$ cat src/verilog/pipe_pkg.sv
package pipe_pkg;

    // default widths for the top level parameters
    localparam int NB_DATA_DEF = 32;
    localparam int NB_ADDR_DEF = 8;     // 256 data words
    localparam int NB_REG_ADDR = 5;     // 32 registers

    typedef enum logic [2:0] {
        OP_NOP   = 3'd0,
        OP_ADD   = 3'd1,
        OP_ADDI  = 3'd2,
        OP_LOAD  = 3'd3,
        OP_STORE = 3'd4
    } op_e;

    typedef enum logic [1:0] {
        W_BYTE = 2'b00,
        W_HALF = 2'b01,
        W_WORD = 2'b10
    } width_e;

    // decoded operation with operands already read
    typedef struct packed {
        op_e                    op;
        logic [NB_DATA_DEF-1:0] rs_val;
        logic [NB_DATA_DEF-1:0] rt_val;
        logic [15:0]            imm;
        logic [NB_REG_ADDR-1:0] rd;
        width_e                 width;
        logic                   sign;     // 1 = sign-extend
    } op_req_t;

    // execute to memory bundle
    typedef struct packed {
        logic [NB_DATA_DEF-1:0] result;      // alu result or effective address
        logic [NB_DATA_DEF-1:0] store_data;
        logic [NB_REG_ADDR-1:0] rd;
        width_e                 width;
        logic                   sign;
        logic                   mem_write;
        logic                   mem2reg;
        logic                   reg_write;
    } ex_mem_t;

    // memory to write-back bundle
    typedef struct packed {
        logic [NB_DATA_DEF-1:0] load_data;
        logic [NB_DATA_DEF-1:0] alu_result;
        logic [NB_REG_ADDR-1:0] rd;
        logic                   mem2reg;
        logic                   reg_write;
    } mem_wb_t;

endpackage

$ cat src/verilog/addr_gen_stage.sv
`timescale 1ns/1ps

module addr_gen_stage
    import pipe_pkg::*;
(
    input  logic    clk,
    input  logic    i_rst_n,
    input  logic    i_halt,
    input  op_req_t i_op,
    output ex_mem_t o_ex_mem
);

    logic [NB_DATA_DEF-1:0] imm_ext;
    logic [NB_DATA_DEF-1:0] operand_b;
    logic                   mem_write;
    logic                   mem2reg;
    logic                   reg_write;
    ex_mem_t                ex_next;
    ex_mem_t                ex_q;

    assign imm_ext = {{(NB_DATA_DEF-16){i_op.imm[15]}}, i_op.imm};

    // opcode decode
    always_comb begin : decode
        operand_b = imm_ext;     // addi, load and store use the immediate
        mem_write = 1'b0;
        mem2reg   = 1'b0;
        reg_write = 1'b0;
        case (i_op.op)
            OP_ADD: begin
                operand_b = i_op.rt_val;
                reg_write = 1'b1;
            end
            OP_ADDI: begin
                reg_write = 1'b1;
            end
            OP_LOAD: begin
                mem2reg   = 1'b1;
                reg_write = 1'b1;
            end
            OP_STORE: begin
                mem_write = 1'b1;
            end
            default: begin
                // nop writes nothing
                mem_write = 1'b0;
            end
        endcase
    end

    always_comb begin
        ex_next            = '0;
        ex_next.result     = i_op.rs_val + operand_b;
        ex_next.store_data = i_op.rt_val;     // only meaningful for stores
        ex_next.rd         = i_op.rd;
        ex_next.width      = i_op.width;
        ex_next.sign       = i_op.sign;
        ex_next.mem_write  = mem_write;
        ex_next.mem2reg    = mem2reg;
        ex_next.reg_write  = reg_write;
    end

    // execute bundle register, frozen while halted
    always_ff @(posedge clk or negedge i_rst_n) begin
        if (!i_rst_n) begin
            ex_q <= '0;
        end else if (!i_halt) begin
            ex_q <= ex_next;
        end
    end

    assign o_ex_mem = ex_q;

endmodule

$ cat config.mk
export PLATFORM = sky130hd
export DESIGN_NAME = addr_gen_stage
export DESIGN_NICKNAME = d
export VERILOG_FILES = /design/src/verilog/pipe_pkg.sv /design/src/verilog/addr_gen_stage.sv
export SDC_FILE = /design/constraint.sdc
export NUM_CORES = 1
export LEC_CHECK = 0
export ABC_AREA = 1
export BUFFER_PORTS_ARGS = -buffer_cell sky130_fd_sc_hd__buf_2
export CORE_MARGIN = 3
export CORE_UTILIZATION = 30
export CTS_CLUSTER_DIAMETER = 80
export DETAILED_ROUTE_END_ITERATION = 12
export GPL_TIMING_DRIVEN = 0
export PLACE_DENSITY_LB_ADDON = 0.1
export SYNTH_ARGS = -nofsm -noshare
export SYNTH_HDL_FRONTEND = slang
export SYNTH_SLANG_ARGS = --single-unit
$ cat constraint.sdc
create_clock -name clk -period 0.8 [get_ports clk]
set_clock_uncertainty 0.05 [all_clocks]
set_input_delay 0.12 -clock clk [delete_from_list [all_inputs] [get_ports clk]]
set_output_delay 0.12 -clock clk [all_outputs]
set_load 0.1 [all_outputs]
; Word level (Yosys, flattened, before mapping)
; Cells that the tools add are included.
[classes]
add_sub_neg = 1
eq_ne = 4
mux = 4
n_reduce_logical = 1
[op_table]
columns = cell, n
row1 = $add A32 B32 Y32, 1
row2 = $mux W32, 1
row3 = $eq A3 B2 Y1 const B, 2
row4 = $eq A3 B1 Y1 const B, 1
row5 = $eq A3 B3 Y1 const B, 1
row6 = $mux W1, 3
row7 = $reduce_or A3 Y1, 1
[totals]
ff_bits = 75
in_bits = 94
word_cells = 18

; Longest topological paths before layout
[logic_depth]
depth_word = 3
mapped_depth = 20

; Worst setup path before layout
; OpenSTA, ideal clock, no wires.
[synth_path]
kind = in2reg
start = in i_op[90] (netlist name)
end = reg ex_q, in the netlist o_ex_mem[71]
setup_ns = 0.120
t_arrival_ns = 2.101
path_slack_ns = -1.471
cell_stages = 19
cell_sequence = nor2_1 nand2_1 buf_2 clkbuf_1 nand2_1 o21ai_0 ha_1 inv_1 fa_1 inv_1 nand3_1 nand3_1 nand3_1 nand3_1 nand2_1 nand2_1 nand2_1 nand3_1 nand2_1
[synth_via]
elab_chain_len = 3
[synth_rtl]
columns = item, line_no
row1 = from (decl), addr_gen_stage.sv:9  ; input op_req_t i_op,
row2 = $eq A3 B1 Y1, addr_gen_stage.sv:29  ; case (i_op.op)
row3 = $mux W32, addr_gen_stage.sv:29
row4 = $add A32 B32 Y32, addr_gen_stage.sv:53  ; ex_next.result = i_op.rs_val + operand_b;
row5 = to (signal assigned), addr_gen_stage.sv:68  ; ex_q <= ex_next;
row6 = to (decl), addr_gen_stage.sv:19  ; ex_mem_t ex_q;
; Every way passes these cells.
; A chain may end at the register's enable or synchronous reset.

; Worst setup path in the final report
[layout_path]
start = in i_op[90] (netlist name)
end = reg ex_q, in the netlist o_ex_mem[53]
; Same word-level chain as after synthesis.

==> reports/results.ini <==
[drt]
vias=6177
routed_via_density=4.53
wl_mm=20.8
first_pass_iters=5
drc=0
wl_per_cell_um=15.3
postRouteAntennaNets=0
drt_iter0_markers=261

[logic_synthesis]
synth.cell_area_um2=5520
async_flop_share_pct=100
ys.flop_type=dfrtp_1
yosys.area.top_type_share_pct=34.0
synth_cells=878
ys_seq_area_share_pct=34.0
yosys_warnings=0
yosys_register_bits=75
synth_edf_count=0
synth_fp_nets=1007
synth_top_family_by_area=simple AND/OR/NAND/NOR gates
synth_top_area_cell=dfrtp_1
synth-simple-area-share_pct=36.4
synth_area_per_cell_um2=6.29
synthDistinctLibCells=28
synth.area.top_cells=dfrtp_1 34%, nand2_1 26%, inv_1 9.9%, ha_1 7.7%, o21ai_0 5.2%
synth-adder-area-share_pct=8.07
synth_mux_area_share_pct=0
synth_xor_area_share_pct=1.43
synth_compound_area_share_pct=8.47

[timing]
setup_violations=114
fin_setup_tns_ps=-61600
finalCritPeriodShare_pct=246
post-route-min-period_ps=1970
whs_ps=-362
worst_slack_ps=-1170
slew_viol_final=0
tightestPinTransition_ps=564
rsz0062_at_grt=true
relSlewSlack_pct=62.4
final_hold_viol_count=43
timing.fmax_mhz=508

[worst_setup_path]
crit_chain=buf_8 -> nor2_4 -> nand2_4 -> buf_12 -> clkbuf_16 -> o21ai_4 -> ha_4 -> inv_2 -> fa_2 -> inv_4 -> buf_4 -> nand3_4 -> nand3_4 -> buf_6 -> xnor2_2 -> o21ai_1
path_common_cell=nand3_4
cpMaxStageDelayCell=fa_2
crit_type=in2reg
regToRegSetupSlack_ps=-110
cp.required_ps=960
cp.arrival_ps=2120
cpPeakStageDelay_ps=340
start_kind=input pin
cp-end-kind=flip-flop
path_max_fanout=8

[clock_network]
htree_levels=3
cts_inserted_buffers=9
cts_tree=done
cts_root_buffer=clkbuf_16
cts_sinks=75
hold_buffers=38
worst_skew_pair.late_latency_ps=340
clk_pin_slew_ps=60
clock_path_buffers=2

[global_routing]
grt_usage_pct=20.3
antenna_found_initial=1
grt_max_degree=51
grt_pass1_wl_mm=32.0
grt_pass1_vias=6057
grt.overflow.total=0

[power_and_ir_drop]
p_leak_nw=5.23
power_density_nw_per_um2=1970
vdd.ir_drop.worst_mv=1.25

[floorplanning]
io_pins=169
die_h_um=142
rows=48
coreArea_um2=17700
die_w_um=142
initial_core_util_pct=31.3
die_area_um2=20100

[job]
max_cap_violations=0

[cells_and_area]
syn2layout_area_growth_pct=89.6
largest_register_ffs=75
diodes=0
drive_above_1_share_pct=48.0
fin_nets=1265

[run_status]
outcome=complete, but fails checks
violations=hold timing, setup timing

[place]
pre_cts_ws_ps=-1800
gp_congestion=0.883
io_buffer_count=168
dpl.hpwl_mm=15.0

[min_path]
hp-class=in2async

## layout make-up
| class | count | area [um2] |
|---|---|---|
| fill | 1600 | 7190 |
| multi-input combinational | 634 | 4230 |
| timing repair buffer | 247 | 2750 |
| sequential | 75 | 2160 |
| inverter | 148 | 558 |
| tap | 225 | 282 |
| clock buffer | 10 | 229 |
| buffer | 21 | 206 |
| clock inverter | 5 | 55.1 |
## stage by stage
stage	instances	power (mW)	area (um2)	utilization (%)
4_1_cts	1349	19.9	9750	55.2
5_1_grt	1365	21.6	10500	59.3
6_report	1365	20.6	10500	59.3
3_5_place_dp	1272	12.9	7170	40.6
2_1_floorplan	878	11.2	6010	-
3_3_place_gp	1271	12.9	7140	40.4
## final timing paths
kind | to | from | cells past startpoint
min in group clk | o_ex_mem[1] | i_op[88] | 3
worst min-delay path | o_ex_mem[22] | i_rst_n | 1
worst max-delay path | o_ex_mem[53] | i_op[90] | 16
worst min register to register | o_ex_mem[30] | o_ex_mem[30] | 2
max in group asynchronous | o_ex_mem[63] | i_rst_n | 2
worst max register to register | o_ex_mem[44] | o_ex_mem[44] | 3
## worst max-delay path: cells and delay by family
family,cells,cell delay [ps]
compound gates,2,210
xor+xnor,1,100
fa+ha+maj,2,500
buf+inv,7,790
simple gates,4,390
## cells in the mapped netlist (5+ instances only)
master and number:
clkbuf_1 15, nand2_1 387, o21ai_1 5, dfrtp_1 75
nor2_1 40, xnor2_1 8, a21oi_1 23, inv_1 146
nand2_2 5, nand3_1 46, ha_1 34, o21ai_0 57
buf_2 6
## layer usage
| metal | share of wire [%] | GRT usage (%) | wire length, um |
|---|---|---|---|
| met5 | 0.062 | 0 | 13 |
| met4 | 0.94 | 5.25 | 195 |
| met3 | 4.9 | 3.30 | 1030 |
| met2 | 48 | 32.7 | 10000 |
| met1 | 46 | 28.4 | 9560 |
## report_power, final
group | leakage, nW | internal [mW] | total, mW | switching, mW
clock | 0.134 | 2.39 | 4.10 | 1.71
sequential | 0.828 | 4.64 | 5.20 | 0.562
combinational | 4.27 | 4.26 | 11.3 | 7.05
## placed cells by master (no fill, tap or decap), types with 3 or more instances in the layout
cell type and instances:
a21oi_1 8, clkbuf_4 6, o21ai_1 36, nand3_2 14
o21ai_2 14, buf_12 76, buf_2 93, nor2_1 17
nor2_4 16, a21oi_2 13, nand3_4 8, nor2_2 11
inv_1 133, buf_6 5, dfrtp_4 75, or2_2 3
o21ai_4 6, nand3_1 26, buf_4 37, nand2_2 68
nand3b_1 4, nand4_1 3, dlygate4sd3_1 37, clkbuf_16 12
a21oi_4 3, ha_4 27, xnor2_2 6, o21ai_0 6
nand2_1 304, nand2_4 19, ha_1 7, clkbuf_1 3
inv_2 14
## kinds of logic after synthesis
group	count (synthesis)
AOI/OAI and AO/OA	90
xor gates and xnor gates	9
adders and majority gates	35
buffers and inverters	169
DFF	75
and+or+nand+nor	500
## repair_timing
action / in CTS / in global routing
endpoints found under the setup margin: 150 / 150
pin swaps: 53 / 54
resized for setup: 463 / 147
endpoints found under the hold margin: 65 / 25
cloned: 3 / 1
buffers inserted: 21 / 15
No activity file was read; power rests on OpenSTA's default activity.
