## src/verilog/pipe_pkg.sv

```systemverilog
package pipe_pkg;

    // default widths for the top level parameters
    localparam int NB_DATA_DEF = 32;
    localparam int NB_ADDR_DEF = 8;     // 256 data words
    localparam int NB_REG_ADDR = 5;     // 32 registers

    typedef enum logic [2:0] {
        OP_NOP   = 3'd0,
        OP_ADD   = 3'd1,
        OP_ADDI  = 3'd2,
        OP_LOAD  = 3'd3,
        OP_STORE = 3'd4
    } op_e;

    typedef enum logic [1:0] {
        W_BYTE = 2'b00,
        W_HALF = 2'b01,
        W_WORD = 2'b10
    } width_e;

    // decoded operation with operands already read
    typedef struct packed {
        op_e                    op;
        logic [NB_DATA_DEF-1:0] rs_val;
        logic [NB_DATA_DEF-1:0] rt_val;
        logic [15:0]            imm;
        logic [NB_REG_ADDR-1:0] rd;
        width_e                 width;
        logic                   sign;     // 1 = sign-extend
    } op_req_t;

    // execute to memory bundle
    typedef struct packed {
        logic [NB_DATA_DEF-1:0] result;      // alu result or effective address
        logic [NB_DATA_DEF-1:0] store_data;
        logic [NB_REG_ADDR-1:0] rd;
        width_e                 width;
        logic                   sign;
        logic                   mem_write;
        logic                   mem2reg;
        logic                   reg_write;
    } ex_mem_t;

    // memory to write-back bundle
    typedef struct packed {
        logic [NB_DATA_DEF-1:0] load_data;
        logic [NB_DATA_DEF-1:0] alu_result;
        logic [NB_REG_ADDR-1:0] rd;
        logic                   mem2reg;
        logic                   reg_write;
    } mem_wb_t;

endpackage

```

## src/verilog/writeback_stage.sv

```systemverilog
`timescale 1ns/1ps

module writeback_stage
    import pipe_pkg::*;
#(
    parameter int NB_DATA = NB_DATA_DEF
) (
    input  logic                   clk,
    input  logic                   i_rst_n,
    input  logic                   i_halt,
    input  mem_wb_t                i_mem_wb,
    input  logic [NB_REG_ADDR-1:0] i_rf_raddr,
    output logic [NB_DATA-1:0]     o_rf_rdata
);

    localparam int NUM_REGS = 2**NB_REG_ADDR;

    logic [NB_DATA-1:0] rf [NUM_REGS];
    logic [NB_DATA-1:0] wb_data;
    logic               rf_we;

    // loaded word or alu result
    assign wb_data = i_mem_wb.mem2reg ? i_mem_wb.load_data : i_mem_wb.alu_result;

    // r0 is never written
    assign rf_we = i_mem_wb.reg_write & ~i_halt & (i_mem_wb.rd != '0);

    always_ff @(posedge clk or negedge i_rst_n) begin
        if (!i_rst_n) begin
            for (int i = 0; i < NUM_REGS; i++) begin
                rf[i] <= '0;
            end
        end else if (rf_we) begin
            rf[i_mem_wb.rd] <= wb_data;
        end
    end

    // debug read port
    always_comb begin
        if (i_rf_raddr == '0) begin
            o_rf_rdata = '0;     // r0 reads zero
        end else begin
            o_rf_rdata = rf[i_rf_raddr];
        end
    end

endmodule

```

## config.mk

```make
export PLATFORM = sky130hd
export DESIGN_NAME = writeback_stage
export DESIGN_NICKNAME = d
export VERILOG_FILES = /design/src/verilog/pipe_pkg.sv /design/src/verilog/writeback_stage.sv
export SDC_FILE = /design/constraint.sdc
export NUM_CORES = 2
export LEC_CHECK = 0
export BUFFER_PORTS_ARGS = -buffer_cell sky130_fd_sc_hd__buf_4
export CAP_MARGIN = 20
export CORE_MARGIN = 1.5
export CORE_UTILIZATION = 50
export CTS_CLUSTER_SIZE = 14
export DETAILED_ROUTE_END_ITERATION = 8
export PLACE_DENSITY_LB_ADDON = 0.05
export SETUP_SLACK_MARGIN = 0.2
export SLEW_MARGIN = 10
export SYNTH_ARGS = -nofsm -noshare
export SYNTH_HDL_FRONTEND = slang
export SYNTH_SLANG_ARGS = --single-unit
```

## constraint.sdc

```tcl
create_clock -name clk -period 2.85 [get_ports clk]
set_clock_uncertainty 0.1 [all_clocks]
set_input_delay 0.4275 -clock clk [delete_from_list [all_inputs] [get_ports clk]]
set_output_delay 0.4275 -clock clk [all_outputs]
set_load 0.005 [all_outputs]
```

# --- Yosys cells after proc, flatten, opt, wreduce, memory -nomap -nowiden ---
# Cells that the tools add are included.
totals:
  regBits: 1024
  input_bits: 79
  output_inout_bits: 32
  elab_cells: 51
classes:
  magnitude_cmp: 3
  muxes: 8
  bitwise: 5
  reduce_logical: 3
op_table:
  columns: ["operator", "count"]
  rows:
  - ["$bwmux 1024", 1]
  - ["$bmux 32 s5", 1]
  - ["$demux 32 s5", 1]
  - ["$mux 32", 5]
  - ["$ge 6x6->1 const B", 2]
  - ["$not 5->6", 2]
  - ["$lt 6x1->1 const B", 1]
  - ["$logic_not 5->1", 1]
  - ["$reduce_bool 5->1", 1]
  - ["$and 1x1->1", 2]
  - ["$logic_and 1x1->1", 1]
  - ["$not 1->1", 1]

# --- Longest topological paths before layout ---
depth:
  word_depth: 6
  depth_mapped: 7
  ltp_nobuf: 4

# --- Worst setup path before layout ---
# No wires, ideal clock.
synth_timing:
  kind: "input to output"
  start: "input i_rf_raddr[1]"
  end: "output o_rf_rdata[11]"
  arrival_ns: 1.841
  required_ns: 2.322
  slack_ns: 0.481
  stages: 6
  n_path_buf: 2
  cell_sequence: "buf_2 buf_2 mux4_2 mux2_2 o21ai_0 a311oi_1"
synth_between:
  elab_chain_cells: 5
  word_cells_on_any_way: 6
synth_rtl:
  columns: ["item", "line", "rtl"]
  rows:
  - ["from (decl)", "writeback_stage.sv:12", "input logic [NB_REG_ADDR-1:0] i_rf_raddr,"]
  - ["$not 5->6 (not written as such)", "writeback_stage.sv:43", "o_rf_rdata = rf[i_rf_raddr];"]
  - ["$bmux 32 s5", "writeback_stage.sv:43", null]
  - ["$mux 32 (not written as such) (2 in series)", "writeback_stage.sv:43", null]
  - ["$mux 32 *", "writeback_stage.sv:40", "if (i_rf_raddr == '0) begin"]
  - ["to (decl)", "writeback_stage.sv:13", "output logic [NB_DATA-1:0] o_rf_rdata"]
# Mark *: on every way between the ends. The rest lies on a longest branch, timed or not. The select of a mux whose other input is x is not followed.

# --- Final worst setup path ---
layout_timing:
  start: "input i_rf_raddr[0]"
  end: "output o_rf_rdata[27]"
# The elaborated chain is that of the path after synthesis.

==> flow_summary_export.csv <==
group,metric,value,unit
floorplan,die_w,301,um
run_status,violations,"setup timing",
floorplan,pin_count,111,
pwr,power.clock.fraction,39.4,%
worst_setup_path,crit_path_frequent_cell,"buf_4",
clock_network,cts_root_buf,"clkbuf_16",
synthesis,synth.cell_area,0.0445,mm^2
finish,finalNetCount,4271,
finish,final_common_cell,"dfrtp_1",
timing,report.final.slew_viol_count,0,
timing,setup_slack,-92.3,ps
drt,vias,31427,
synthesis,synth_top_area_cell,"dfrtp_1",
drt,finalWirelength,134,mm
worst_setup_path,crit_chain,"buf_8 -> buf_12 -> clkinv_2 -> buf_4 -> mux2_2 -> o21ai_0 -> a311oi_1 -> buf_4",
run_status,status,"complete, but fails checks",
clock_network,cts_num_sinks,1024,
synthesis,ys_warn_count,0,
grt,grt_start_max_net_pins,116,
worst_setup_path,critPathBufInv,5,
timing,fmax,340,MHz
drt,ant_nets,0,
pwr,vdd_drop_max,488,uV
timing,setup_viol,10,
pwr,p_switching,10.2,mW
timing,fin_crit_sh,103,%
synthesis,ys_ff_latch,1024,
worst_setup_path,start_kind,"input port",
worst_setup_path,cp.arrival,2410,ps
drt,drtPass1Iterations,5,
clock_network,numCtsBuffers,109,
floorplan,dieArea,0.0908,mm^2
drt,route.detailed.drc,0,
pwr,p_seq_share,45.8,%
pwr,combPwrFrac,14.8,%
finish,largest_reg_flops,1024,
floorplan,num_rows,109,
worst_setup_path,path_class,"input port to primary output",
timing,rsz0062_at_grt,"yes",
finish,top_register,"rf",
pwr,p_per_area,742,mW/mm^2
clock_network,clock_latency,690,ps
finish,reg_top3,"rf (1024)",
synthesis,ys_seq_area_share,57.6,%
clock_network,clk_pin_slew,70,ps
floorplan,start_util,50.4,%
finish,diodes,0,
synthesis,syn_area_per_cell,10.9,um^2
floorplan,fp.dieH,301,um
placement,port_buffers,110,
grt,antenna_found_initial,0,
synthesis,netlist_top_cells_area,"dfrtp_1 (58%), mux4_2 (11%), o21ai_0 (6.1%), a21oi_1 (5.4%), nand2_1 (4.5%)",
placement,placed_cells_incl_taps,5218,
floorplan,core_area,0.0882,mm^2
pwr,p_sw_share,25.8,%
grt,gr-total-overflow,0,
worst_setup_path,critPathTopFamily,"buffers and inverters",
timing,maxSlewHeadroom,47.9,%
pwr,p_int,29.4,mW
worst_setup_path,max_stage_delay,590,ps
drt,viasPerCell,5.77,
synthesis,syn_nets,4170,
grt,track_usage,30.3,%
grt,grt_pass1_vias,31193,
worst_setup_path,crit_fanout,21,
timing,worstMarginPinSlew,776,ps
synthesis,async_flop_share,100,%
pwr,p_leak,23.9,nW
synthesis,synth_edf_count,0,
clock_network,tritoncts,"built",
worst_setup_path,crit_slowest_cell,"a311oi_1",
placement,dpl.hpwl,80.4,mm
grt,grt_pass1_wl,203,mm
worst_setup_path,worstSetupEndpointType,"primary output",
finish,drive_gt1_share,24.0,%
drt,routedWlPerCell,24.5,um
run,cap_violations,0,
pwr,total_power,39.6,mW
timing,timing.final.crit_period,2940,ps
synthesis,syn_inst,4091,
worst_setup_path,cp.required,2320,ps
finish,area_delta_synth_final,19.9,%
hold_path,hold_path_class,"input port to async pin",
synthesis,synth_ff_type,"dfrtp_1",
finish,instances_no_fill,5450,
finish,final_cell_mix,"dfrtp_1 (1,024), nand2_1 (530), o21ai_0 (517), nor2_1 (482), a21oi_1 (480)",
timing,hold_violations,0,
drt,drt-initial-drc-count,2374,
placement,globalplace.congestion,0.809,
synthesis,ys_types,36,
clock_network,clock_path_buffers,3,
synthesis,yosysTopAreaCellShare,57.6,%
clock_network,h-tree-depth,3,
routing by layer:
layer  global-route usage (%)  vias to the layer above  share of wire, %  wire [um]
li1                         -                    14500                 -          -
met1                     44.0                    15892                45      60700
met2                     47.7                      824                47      62700
met3                     4.42                      211               4.9       6600
met4                     8.44                        0               2.7       3620
met5                        0                        -                 0          0
synthesized netlist by cell type (7+ instances only):
cell type	count
mux4_2	224
a211oi_1	32
o21ai_1	23
o2111ai_1	8
clkbuf_1	318
nand3_1	9
nor2b_1	38
mux2_2	32
a221oi_1	24
dfrtp_1	1024
buf_1	16
mux2i_1	96
nor2_1	483
buf_2	99
o21ai_0	545
a22oi_1	32
a311oi_1	32
a21oi_1	480
nand2_1	532
buf_4	7
cells by family (layout without fill, tap and decap cells):
kind of cell           Yosys count  in the layout  share of synthesized area [%]
and+or+nand+nor               1098           1098                           9.90
muxes                          352            352                           14.3
buffers and inverters          441            635                           4.06
DFF                           1024           1024                           57.6
AOI/OAI and AO/OA             1176           1176                           14.1
layout make-up:
class / instances / area [um^2]
Timing Repair Buffer: 430 / 4390
Fill cell: 7254 / 34900
Clock inverter: 54 / 776
Inverter: 1 / 5.00
Multi-Input combinational cell: 2626 / 17800
Clock buffer: 150 / 3230
Tap cell: 1165 / 1460
Sequential cell: 1024 / 25600
worst paths after layout:
check	start	to	slack, ps	cells after the start
max in group asynchronous	i_rst_n	rf[533]	1440	4
min in group clk	i_mem_wb[4]	rf[800]	160	3
hold / removal	i_rst_n	rf[799]	130	2
setup reg to reg	rf[784]	rf[784]	1870	4
hold reg to reg	rf[994]	rf[994]	270	0
setup / recovery	i_rf_raddr[0]	o_rf_rdata[27]	-90	8
what timing repair did:
action	CTS	global route
setup buffers	9	14
hold buffers	1	0
cloned	3	1
gates resized for setup	107	34
pin swaps	28	18
endpoints found under the hold margin	282	0
setup endpoints to repair	32	32
worst reg2reg max path: stages, from the launching register on:
cell and delay [ps]:
dfrtp_1 380, buf_4 130, buf_4 120, nand2_1 40
o21ai_0 80
power by group through the flow:
stage / Clock [mW] / Sequential (mW) / Combinational, mW
floorplan: 0 / 17.9 / 3.79
global placement: 0 / 18.3 / 5.42
detailed placement: 0 / 18.3 / 5.57
CTS: 15.9 / 18.1 / 5.77
global route: 16.4 / 18.4 / 6.54
finish: 15.6 / 18.1 / 5.84
metrics by stage:
| stage | hold slack (ps) | worst slack [ps] | util [%] | cell area [um^2] | setup TNS (ps) |
|---|---|---|---|---|---|
| 2_1_floorplan | 31.9 | 481 | - | 44500 | 0 |
| 3_3_place_gp | 258 | -249 | 54.9 | 48400 | -1690 |
| 3_5_place_dp | 259 | -228 | 54.9 | 48400 | -1960 |
| 4_1_cts | 119 | -86.4 | 60.1 | 53100 | -919 |
| 5_1_grt | 139 | -140 | 60.4 | 53300 | -1710 |
| 6_report | 131 | -92.3 | 60.4 | 53300 | -455 |
Note: power is estimated with default switching activity, not from simulation.
